File: src/cart_pkg.sv
`default_nettype none

package cart_pkg;

	//////////////////////////////////////////////////
	// Widths
	//////////////////////////////////////////////////

	localparam int ROM_BANK_W    = 9;
	localparam int RAM_BANK_W    = 4;
	// Offset inside a 16 KiB ROM bank
	localparam int ROM_OFFSET_W  = 14;
	// Offset inside an 8 KiB RAM bank
	localparam int RAM_OFFSET_W  = 13;

	// Request queue sizing
	localparam int FIFO_DEPTH    = 4;
	localparam int FIFO_PTR_W    = $clog2(FIFO_DEPTH);
	localparam int FIFO_CNT_W    = $clog2(FIFO_DEPTH + 1);

	// Low nibble that turns external RAM on
	localparam logic [3:0] RAM_ENABLE_KEY = 4'hA;

	//////////////////////////////////////////////////
	// Vector types
	//////////////////////////////////////////////////

	typedef logic [15:0] gb_addr_t;
	typedef logic [7:0]  gb_data_t;
	typedef logic [ROM_BANK_W-1:0] rom_bank_t;
	typedef logic [RAM_BANK_W-1:0] ram_bank_t;
	typedef logic [ROM_BANK_W+ROM_OFFSET_W-1:0] rom_addr_t;
	typedef logic [RAM_BANK_W+RAM_OFFSET_W-1:0] ram_addr_t;
	// Wide enough for either target, RAM sits in the low bits
	typedef logic [ROM_BANK_W+ROM_OFFSET_W-1:0] mem_addr_t;

	//////////////////////////////////////////////////
	// Enums and structs
	//////////////////////////////////////////////////

	// Kind of cartridge access
	typedef enum logic [1:0] {
		REGION_CTRL = 2'd0,
		REGION_ROM0 = 2'd1,
		REGION_ROMX = 2'd2,
		REGION_RAM  = 2'd3
	} cart_region_e;

	// NONE is a RAM read with RAM disabled
	typedef enum logic [1:0] {
		TARGET_ROM  = 2'd0,
		TARGET_RAM  = 2'd1,
		TARGET_NONE = 2'd2
	} cart_target_e;

	typedef struct packed {
		logic         write;
		cart_region_e region;
		gb_addr_t     addr;
		gb_data_t     data;
	} cart_req_t;

	typedef struct packed {
		cart_target_e target;
		mem_addr_t    addr;
	} cart_rsp_t;

	typedef enum logic {
		MAP_IDLE = 1'b0,
		MAP_RESP = 1'b1
	} mapper_state_e;

endpackage

`default_nettype wire

File: src/cart_bus_decoder.sv
`default_nettype none

module cart_bus_decoder (
	input  wire logic                clk,
	input  wire logic                rst_n,
	input  wire cart_pkg::gb_addr_t  a,
	input  wire cart_pkg::gb_data_t  dout,
	input  wire logic                wr,
	input  wire logic                rd,
	input  wire logic                req_ready,
	output cart_pkg::cart_req_t      req,
	output logic                     req_valid,
	output logic                     overflow
);

	// Strobe levels from the previous clock
	logic wr_q;
	logic rd_q;
	logic wr_rise;
	logic rd_rise;
	// Address falls in a range the cartridge answers
	logic hit;
	logic access;
	cart_pkg::cart_region_e region;

	//////////////////////////////////////////////////
	// Strobe edge detect
	//////////////////////////////////////////////////

	// Edge detect history
	always_ff @(posedge clk) begin
		wr_q <= wr;
		rd_q <= rd;
	end

	always_comb begin
		wr_rise = wr & ~wr_q;
		rd_rise = rd & ~rd_q;
		// Write wins if both rise together
		access  = wr_rise | rd_rise;
	end

	//////////////////////////////////////////////////
	// Region classify
	//////////////////////////////////////////////////

	always_comb begin
		region = cart_pkg::REGION_ROM0;
		hit    = 1'b0;
		if (!a[15]) begin
			if (wr_rise) begin
				// MBC registers live below 0x6000
				region = cart_pkg::REGION_CTRL;
				hit    = (a[14:13] != 2'b11);
			end else begin
				region = a[14] ? cart_pkg::REGION_ROMX : cart_pkg::REGION_ROM0;
				hit    = 1'b1;
			end
		end else if (a[15:13] == 3'b101 && !wr_rise) begin
			// External RAM window takes reads only
			region = cart_pkg::REGION_RAM;
			hit    = 1'b1;
		end
	end

	//////////////////////////////////////////////////
	// Request register
	//////////////////////////////////////////////////

	// One cycle pulse since the bus cannot wait
	always_ff @(posedge clk) begin
		if (!rst_n) begin
			req_valid <= 1'b0;
			overflow  <= 1'b0;
		end else begin
			req_valid <= access & hit;
			// Request lost when the queue is full
			if (req_valid && !req_ready)
				overflow <= 1'b1;
		end
	end

	always_ff @(posedge clk) begin
		if (access && hit) begin
			req.write  <= wr_rise;
			req.region <= region;
			req.addr   <= a;
			req.data   <= dout;
		end
	end

endmodule

`default_nettype wire

File: src/cart_req_fifo.sv
`default_nettype none

module cart_req_fifo (
	input  wire logic                 clk,
	input  wire logic                 rst_n,
	input  wire cart_pkg::cart_req_t  in_req,
	input  wire logic                 in_valid,
	input  wire logic                 out_ready,
	output logic                      in_ready,
	output cart_pkg::cart_req_t       out_req,
	output logic                      out_valid
);

	// Entry storage
	cart_pkg::cart_req_t mem [cart_pkg::FIFO_DEPTH];

	logic [cart_pkg::FIFO_PTR_W-1:0] wr_ptr;
	logic [cart_pkg::FIFO_PTR_W-1:0] rd_ptr;
	// Occupied entries, 0 to FIFO_DEPTH
	logic [cart_pkg::FIFO_CNT_W-1:0] count;
	logic push;
	logic pop;

	// Advance with wrap at the last entry
	function automatic logic [cart_pkg::FIFO_PTR_W-1:0] next_ptr(
		input logic [cart_pkg::FIFO_PTR_W-1:0] ptr
	);
		if (ptr == cart_pkg::FIFO_PTR_W'(cart_pkg::FIFO_DEPTH - 1))
			return '0;
		return ptr + 1'b1;
	endfunction

	//////////////////////////////////////////////////
	// Flags and head entry
	//////////////////////////////////////////////////

	always_comb begin
		in_ready  = (count != cart_pkg::FIFO_CNT_W'(cart_pkg::FIFO_DEPTH));
		out_valid = (count != '0);
		push      = in_valid & in_ready;
		pop       = out_valid & out_ready;
		out_req   = mem[rd_ptr];
	end

	//////////////////////////////////////////////////
	// Pointers and count
	//////////////////////////////////////////////////

	always_ff @(posedge clk) begin
		if (!rst_n) begin
			wr_ptr <= '0;
			rd_ptr <= '0;
			count  <= '0;
		end else begin
			if (push)
				wr_ptr <= next_ptr(wr_ptr);
			if (pop)
				rd_ptr <= next_ptr(rd_ptr);
			// Push and pop together leave count alone
			unique case ({push, pop})
				2'b10:   count <= count + 1'b1;
				2'b01:   count <= count - 1'b1;
				default: ;
			endcase
		end
	end

	// Payload write
	always_ff @(posedge clk) begin
		if (push)
			mem[wr_ptr] <= in_req;
	end

endmodule

`default_nettype wire

File: src/cart_top.sv
`default_nettype none

module cart_top (
	input  wire logic                clk,
	input  wire logic                rst_n,
	// CPU bus
	input  wire cart_pkg::gb_addr_t  a,
	input  wire cart_pkg::gb_data_t  dout,
	input  wire logic                wr,
	input  wire logic                rd,
	// Translated accesses
	output cart_pkg::cart_rsp_t      rsp,
	output logic                     rsp_valid,
	input  wire logic                rsp_ready,
	// Status
	output cart_pkg::rom_bank_t      rom_bank,
	output logic                     overflow
);

	// Decoder to queue
	cart_pkg::cart_req_t req_in;
	logic                req_in_valid;
	logic                req_in_ready;
	// Queue to mapper
	cart_pkg::cart_req_t req_out;
	logic                req_out_valid;
	logic                req_out_ready;

	cart_bus_decoder u_decoder (
		.clk       (clk),
		.rst_n     (rst_n),
		.a         (a),
		.dout      (dout),
		.wr        (wr),
		.rd        (rd),
		.req_ready (req_in_ready),
		.req       (req_in),
		.req_valid (req_in_valid),
		.overflow  (overflow)
	);

	cart_req_fifo u_fifo (
		.clk       (clk),
		.rst_n     (rst_n),
		.in_req    (req_in),
		.in_valid  (req_in_valid),
		.out_ready (req_out_ready),
		.in_ready  (req_in_ready),
		.out_req   (req_out),
		.out_valid (req_out_valid)
	);

	mbc5_mapper u_mapper (
		.clk       (clk),
		.rst_n     (rst_n),
		.req       (req_out),
		.req_valid (req_out_valid),
		.rsp_ready (rsp_ready),
		.req_ready (req_out_ready),
		.rsp       (rsp),
		.rsp_valid (rsp_valid),
		.rom_bank  (rom_bank)
	);

endmodule

`default_nettype wire

File: src/mbc5_mapper.sv
`default_nettype none

module mbc5_mapper (
	input  wire logic                 clk,
	input  wire logic                 rst_n,
	input  wire cart_pkg::cart_req_t  req,
	input  wire logic                 req_valid,
	input  wire logic                 rsp_ready,
	output logic                      req_ready,
	output cart_pkg::cart_rsp_t       rsp,
	output logic                      rsp_valid,
	output cart_pkg::rom_bank_t       rom_bank
);

	cart_pkg::mapper_state_e state;

	// Bank registers
	logic                 ram_en;
	cart_pkg::ram_bank_t  ram_bank;

	logic                 take;
	// Bank used for this ROM read
	cart_pkg::rom_bank_t  rd_bank;
	cart_pkg::rom_addr_t  rom_addr;
	cart_pkg::ram_addr_t  ram_addr;
	cart_pkg::cart_rsp_t  rsp_next;

	//////////////////////////////////////////////////
	// Read translation
	//////////////////////////////////////////////////

	always_comb begin
		req_ready = (state == cart_pkg::MAP_IDLE);
		take      = req_valid & req_ready;
		// ROM0 is pinned to bank 0, ROMX may also select 0
		rd_bank   = (req.region == cart_pkg::REGION_ROMX) ? rom_bank : '0;
		rom_addr  = {rd_bank, req.addr[cart_pkg::ROM_OFFSET_W-1:0]};
		ram_addr  = {ram_bank, req.addr[cart_pkg::RAM_OFFSET_W-1:0]};

		rsp_next.target = cart_pkg::TARGET_ROM;
		rsp_next.addr   = rom_addr;
		if (req.region == cart_pkg::REGION_RAM) begin
			if (ram_en) begin
				rsp_next.target = cart_pkg::TARGET_RAM;
				rsp_next.addr   = cart_pkg::mem_addr_t'(ram_addr);
			end else begin
				// Disabled RAM maps nowhere
				rsp_next.target = cart_pkg::TARGET_NONE;
				rsp_next.addr   = '0;
			end
		end
	end

	//////////////////////////////////////////////////
	// Control writes and response FSM
	//////////////////////////////////////////////////

	always_ff @(posedge clk) begin
		if (!rst_n) begin
			state    <= cart_pkg::MAP_IDLE;
			ram_en   <= 1'b0;
			rom_bank <= cart_pkg::rom_bank_t'(1);
			ram_bank <= '0;
		end else begin
			unique case (state)
				cart_pkg::MAP_IDLE: begin
					if (take && req.write) begin
						// Register select on A14..A12
						unique case (req.addr[14:12])
							3'b000, 3'b001:
								ram_en <= (req.data[3:0] == cart_pkg::RAM_ENABLE_KEY);
							3'b010:
								rom_bank[7:0] <= req.data;
							3'b011:
								rom_bank[8] <= req.data[0];
							3'b100, 3'b101:
								ram_bank <= req.data[cart_pkg::RAM_BANK_W-1:0];
							default: ;
						endcase
					end else if (take) begin
						state <= cart_pkg::MAP_RESP;
					end
				end
				cart_pkg::MAP_RESP: begin
					// Hold until the sink takes it
					if (rsp_ready)
						state <= cart_pkg::MAP_IDLE;
				end
				default: state <= cart_pkg::MAP_IDLE;
			endcase
		end
	end

	// Response payload, stable while in MAP_RESP
	always_ff @(posedge clk) begin
		if (take && !req.write)
			rsp <= rsp_next;
	end

	assign rsp_valid = (state == cart_pkg::MAP_RESP);

endmodule

`default_nettype wire

File: config.mk
export PLATFORM = sky130hd
export DESIGN_NAME = cart_top
export DESIGN_NICKNAME = d
export VERILOG_FILES = /design/src/cart_pkg.sv /design/src/cart_bus_decoder.sv /design/src/cart_req_fifo.sv /design/src/cart_top.sv /design/src/mbc5_mapper.sv
export SDC_FILE = /design/constraint.sdc
export NUM_CORES = 1
export LEC_CHECK = 0
export ABC_AREA = 1
export ABC_CLOCK_PERIOD_IN_PS = 2900
export BUFFER_PORTS_ARGS = -buffer_cell sky130_fd_sc_hd__buf_2
export CAP_MARGIN = 20
export CORE_ASPECT_RATIO = 0.75
export CORE_MARGIN = 4
export CORE_UTILIZATION = 40
export DETAILED_ROUTE_END_ITERATION = 7
export PLACE_DENSITY_LB_ADDON = 0.25
export SETUP_SLACK_MARGIN = 0.2
export SYNTH_ARGS = -nofsm -noshare
export SYNTH_HDL_FRONTEND = slang
export SYNTH_HIERARCHICAL = 1
export SYNTH_SLANG_ARGS = --single-unit
export TNS_END_PERCENT = 100
File: constraint.sdc
create_clock -name clk -period 2.9 [get_ports clk]
set_clock_uncertainty 0.05 [all_clocks]
set_input_delay 0.145 -clock clk [delete_from_list [all_inputs] [get_ports clk]]
set_output_delay 0.145 -clock clk [all_outputs]
set_load 0.03 [all_outputs]
**Word level (Yosys, flattened, before mapping)**

Memory sizes are Yosys's and may differ from the RTL's. A register that Yosys moved wholly into a read port is not among the register bits.
Cells that the tools add are included.

- Add/subtract/negate cells: 4
- Equal/unequal tests: 15
- Multiplexer cells: 29
- Bitwise logic cells: 9
- Reductions and logical operators: 17

Operators by type and width:

| operator | count |
|---|---|
| $mux W25 | 1 |
| $mux W23 | 1 |
| $mux W2 | 10 |
| $mux W1 | 14 |
| $reduce_and A3 Y1 | 4 |
| $eq A2 B2 Y1 const B | 5 |
| $eq A3 B3 Y1 const B | 3 |
| $mux W9 | 1 |
| $eq A3 B2 Y1 const B | 2 |
| $pmux W3 S2 | 1 |
| $and A1 B1 Y1 | 5 |
| $logic_and A1 B1 Y1 | 5 |
| $add A2 B1 Y2 const B | 2 |
| $eq A4 B4 Y1 const B | 1 |
| $reduce_or A2 Y1 | 2 |
| $add A3 B1 Y3 const B | 1 |
| $eq A3 B1 Y1 const B | 1 |
| $logic_not A1 Y1 | 3 |
| $logic_not A3 Y1 | 1 |
| $ne A3 B3 Y1 const B | 1 |
| $not A1 Y1 | 3 |
| $reduce_bool A3 Y1 | 1 |
| $sub A3 B1 Y3 const B | 1 |
| $eq A2 B1 Y1 const B | 1 |
| 4 further kinds | 4 |

- Register bits: 78
- Bits in writable memories: 108
- Input port bits: 29
- Output and inout port bits: 36
- Logic and storage cells: 93
- Memories kept: 1

Memory list:

| name | depth | width | read ports | clocked after memory_dff | write ports | line | text |
|---|---|---|---|---|---|---|---|
| u_fifo.mem | 4 | 27 | 1 | 1 | 1 | cart_req_fifo.sv:15 | `cart_pkg::cart_req_t mem [cart_pkg::FIFO_DEPTH];` |

**Logic depth before layout (Yosys ltp)**

- Depth in word-level cells: 7
- Depth in mapped cells: 13
- Gate-level depth less buffers: 13

**Cells and area by module**

The synthesis kept the hierarchy.

Modules (own cells, without submodules):

| module | instances | cells each | area an instance (µm²) |
|---|---|---|---|
| cart_req_fifo | 1 | 330 | 4,543.1 |
| mbc5_mapper | 1 | 180 | 1,630.3 |
| cart_bus_decoder | 1 | 56 | 1,013.5 |

**Worst setup path after synthesis**

Ideal clock, no wire load.

- Path kind: flip-flop to flip-flop
- From: register u_fifo/wr_ptr[0] (netlist bit)
- To: memory u_fifo/mem[2][0] (netlist bit) (enable)
- Arrival: 1,734 ps
- Required time: 2,439 ps
- Path slack: 705 ps
- Stages on the path, launching flop included: 5
- Buffers on the path: 0
- Cell sequence: dfxtp_1 -> inv_1 -> ha_1 -> inv_1 -> nor2_1

RTL lines:

| element | line | text |
|---|---|---|
| start, declared | cart_req_fifo.sv:17 | `logic [cart_pkg::FIFO_PTR_W-1:0] wr_ptr;` |
| start signal, assigned | cart_req_fifo.sv:56 | `wr_ptr <= next_ptr(wr_ptr);` |
| end, declared | cart_req_fifo.sv:15 |  |

Straight into the memory's write port.

==> results.txt <==
Vias: 4,226
Largest net degree at the start of global routing: 53
Antenna diodes: 0
Gate Count Post-Synth: 556
Hold wc startpoint: rst_n
Crit end category: register
Post-route ant nets: 0
Pwr dens: 920 mW/mm2
LEAKAGE: 0.00318 uW
Share of cells above drive strength 1: 17.8%
Status: finished clean
Initial DRC count: 337
Hold Path Class: input pin to register
DP HPWL: 8900 um
Clock sink count: 183
Tcrit/Tclk final: 70.7%
Die X: 161 um
Drt pass-1 iters: 6
Final Wtd Congestion: 0.791
Final setup fails: 0
Initial core utilization: 41.2%
R2R Path End: u_mapper/rsp[6]$_DFFE_PP_
First-pass GRT wire length: 22,100 um
Post-CTS Setup Bufs: 0
Floorplan row count: 41
Height of the die: 123 um
Global route overflow: 0
H-tree depth: 4
Post_cts resized: 0
VDD IR max: 0.000373 V
CP startpoint kind: register
Max Fanout on Critical Path: 52
Port-buffer cells: 64
Arrival time worst endpoint: 2090 ps
Synth warn: 6
Vias in the first global route: 4,098
Avg WL per Cell: 15.1 um
Num CTS Buffers: 17
Kind of critical path: register to register
CTS clk-pin slew, worst paths: 60 ps
Fin. Hold Viols: 0
Crit path to: u_mapper/rsp[6]$_DFFE_PP_
Post-Syn Area per Cell: 12.6 um2
CTS Buffer Depth: 2
RSZ-0062 raised after global routing: false
Worst-Margin Slew: 425 ps
GRT Util Overall: 14.7%
Vias/cell: 4.66
Detailed Route WL: 13,700 um
Syn Std Cell Area: 0.00701 mm2
Fmax achieved: 487 MHz
WP data required: 2940 ps
I/O pins: 65
Reg2reg setup slack: 850 ps
Slew headroom: 71.7%
Fin util: 49.0%
Die ar.: 0.0197 mm2
Clk_lat worst skew: 410 ps
Core area: 0.0170 mm2
CTS root buf: clkbuf_16
TritonCTS clock tree: done
Final nets: 693
Worst Reg-to-Reg Cells: 7
Mapped Nets: 592
Tmin final: 2050 ps
Detailed-route DRC error count: 0
Max_cap viols: 0
Max-slew violation count: 0
Final setup TNS: 0 ps
Initial antenna violation count: 0
FILL cells: 1,509
Syn-to-layout area delta: 19.1%
-- sequential cells by signal, summed over array words and instances, names as in the netlist, named ones only --
signal	cells
u_decoder/req	26
u_fifo/mem	104
u_decoder/wr_q	1
u_decoder/req_valid	1
u_decoder/rd_q	1
u_decoder/overflow	1
u_mapper/ram_bank	4
u_mapper/rsp	25
u_fifo/wr_ptr	2
u_fifo/count	3
u_mapper/ram_en	1
u_mapper/rom_bank	9
u_mapper/rsp_valid	1
u_fifo/rd_ptr	2
-- per-stage QoR --
| step | setup WS, ps | hold WS [ps] | total power [uW] | cell area [um2] | instances |
|---|---|---|---|---|---|
| after floorplan | 748 | 123 | 5070 | 7010 | 556 |
| after global placement | 896 | 213 | 5580 | 7540 | 847 |
| after detailed placement | 843 | 219 | 5630 | 7540 | 847 |
| after CTS | 840 | 63.1 | 7760 | 8350 | 906 |
| after global routing | 624 | 78.9 | 8160 | 8350 | 906 |
| final | 848 | 80.7 | 7680 | 8350 | 906 |
-- worst min-delay path by stage --
| stage | end | depth (start not counted) |
|---|---|---|
| floorplan | u_decoder/rd_q$_DFF_P_ | 0 |
| global placement | u_decoder/rd_q$_DFF_P_ | 1 |
| detailed placement | u_decoder/rd_q$_DFF_P_ | 1 |
| CTS | u_mapper/rom_bank[0]$_SDFFE_PN1P_ | 2 |
| global route | u_mapper/rom_bank[0]$_SDFFE_PN1P_ | 2 |
| finish | u_mapper/rom_bank[0]$_SDFFE_PN1P_ | 2 |
-- cell usage in the layout (no fill, tap or decap), types with 2 or more instances in the layout --
cell type	n
inv_1	57
nand3_1	6
clkbuf_16	17
nand2_2	3
buf_4	10
ha_1	6
clkinv_4	3
nand4_1	2
inv_2	2
nand2_1	59
nand3b_1	2
o21ai_0	35
dlygate4sd3_1	27
clkinv_2	4
a21oi_1	4
edfxtp_1	155
o21ai_1	23
clkinvlp_4	3
nor2_2	6
dfxtp_1	28
clkinv_1	3
o22ai_1	26
nor2_4	2
buf_2	64
nor2_1	114
-- final cells by class --
type | instances | area, um2 | share of cell area (%)
multi-input cells | 293 | 1400 | 16.7
flip-flops and latches | 183 | 5220 | 62.4
clock buffers | 18 | 429 | 5.14
inverters | 61 | 241 | 2.89
clock inverters | 14 | 110 | 1.32
repair buffers | 101 | 666 | 7.97
well taps | 236 | 295 | 3.54
-- critical path, cell delays in order (launching register included) --
cell,delay [ps]
dfxtp_1,310
buf_4,290
inv_8,170
o21ai_0,190
o22ai_1,140
nand3b_1,180
inv_1,50
buf_4,300
-- metal layers --
metal,global-route usage [%],share of wire [%],up-vias
met1,20.8,49,2018
met5,0,0,-
met4,3.84,0.87,0
met2,22.3,45,92
li1,-,-,2108
met3,4.70,5.3,8
-- power breakdown --
part	switching, uW	internal (uW)	total [uW]
Sequential	134	3260	3400
Combinational	1580	602	2180
Clock	930	1170	2100
Total	2650	5040	7680
-- repair_timing --
action                                  4_1_cts  5_1_grt
hold buffers                                 27        0
endpoints found under the hold margin        28        0
endpoints found under the setup margin        0        0
No activity file was read; power rests on OpenSTA's default activity.
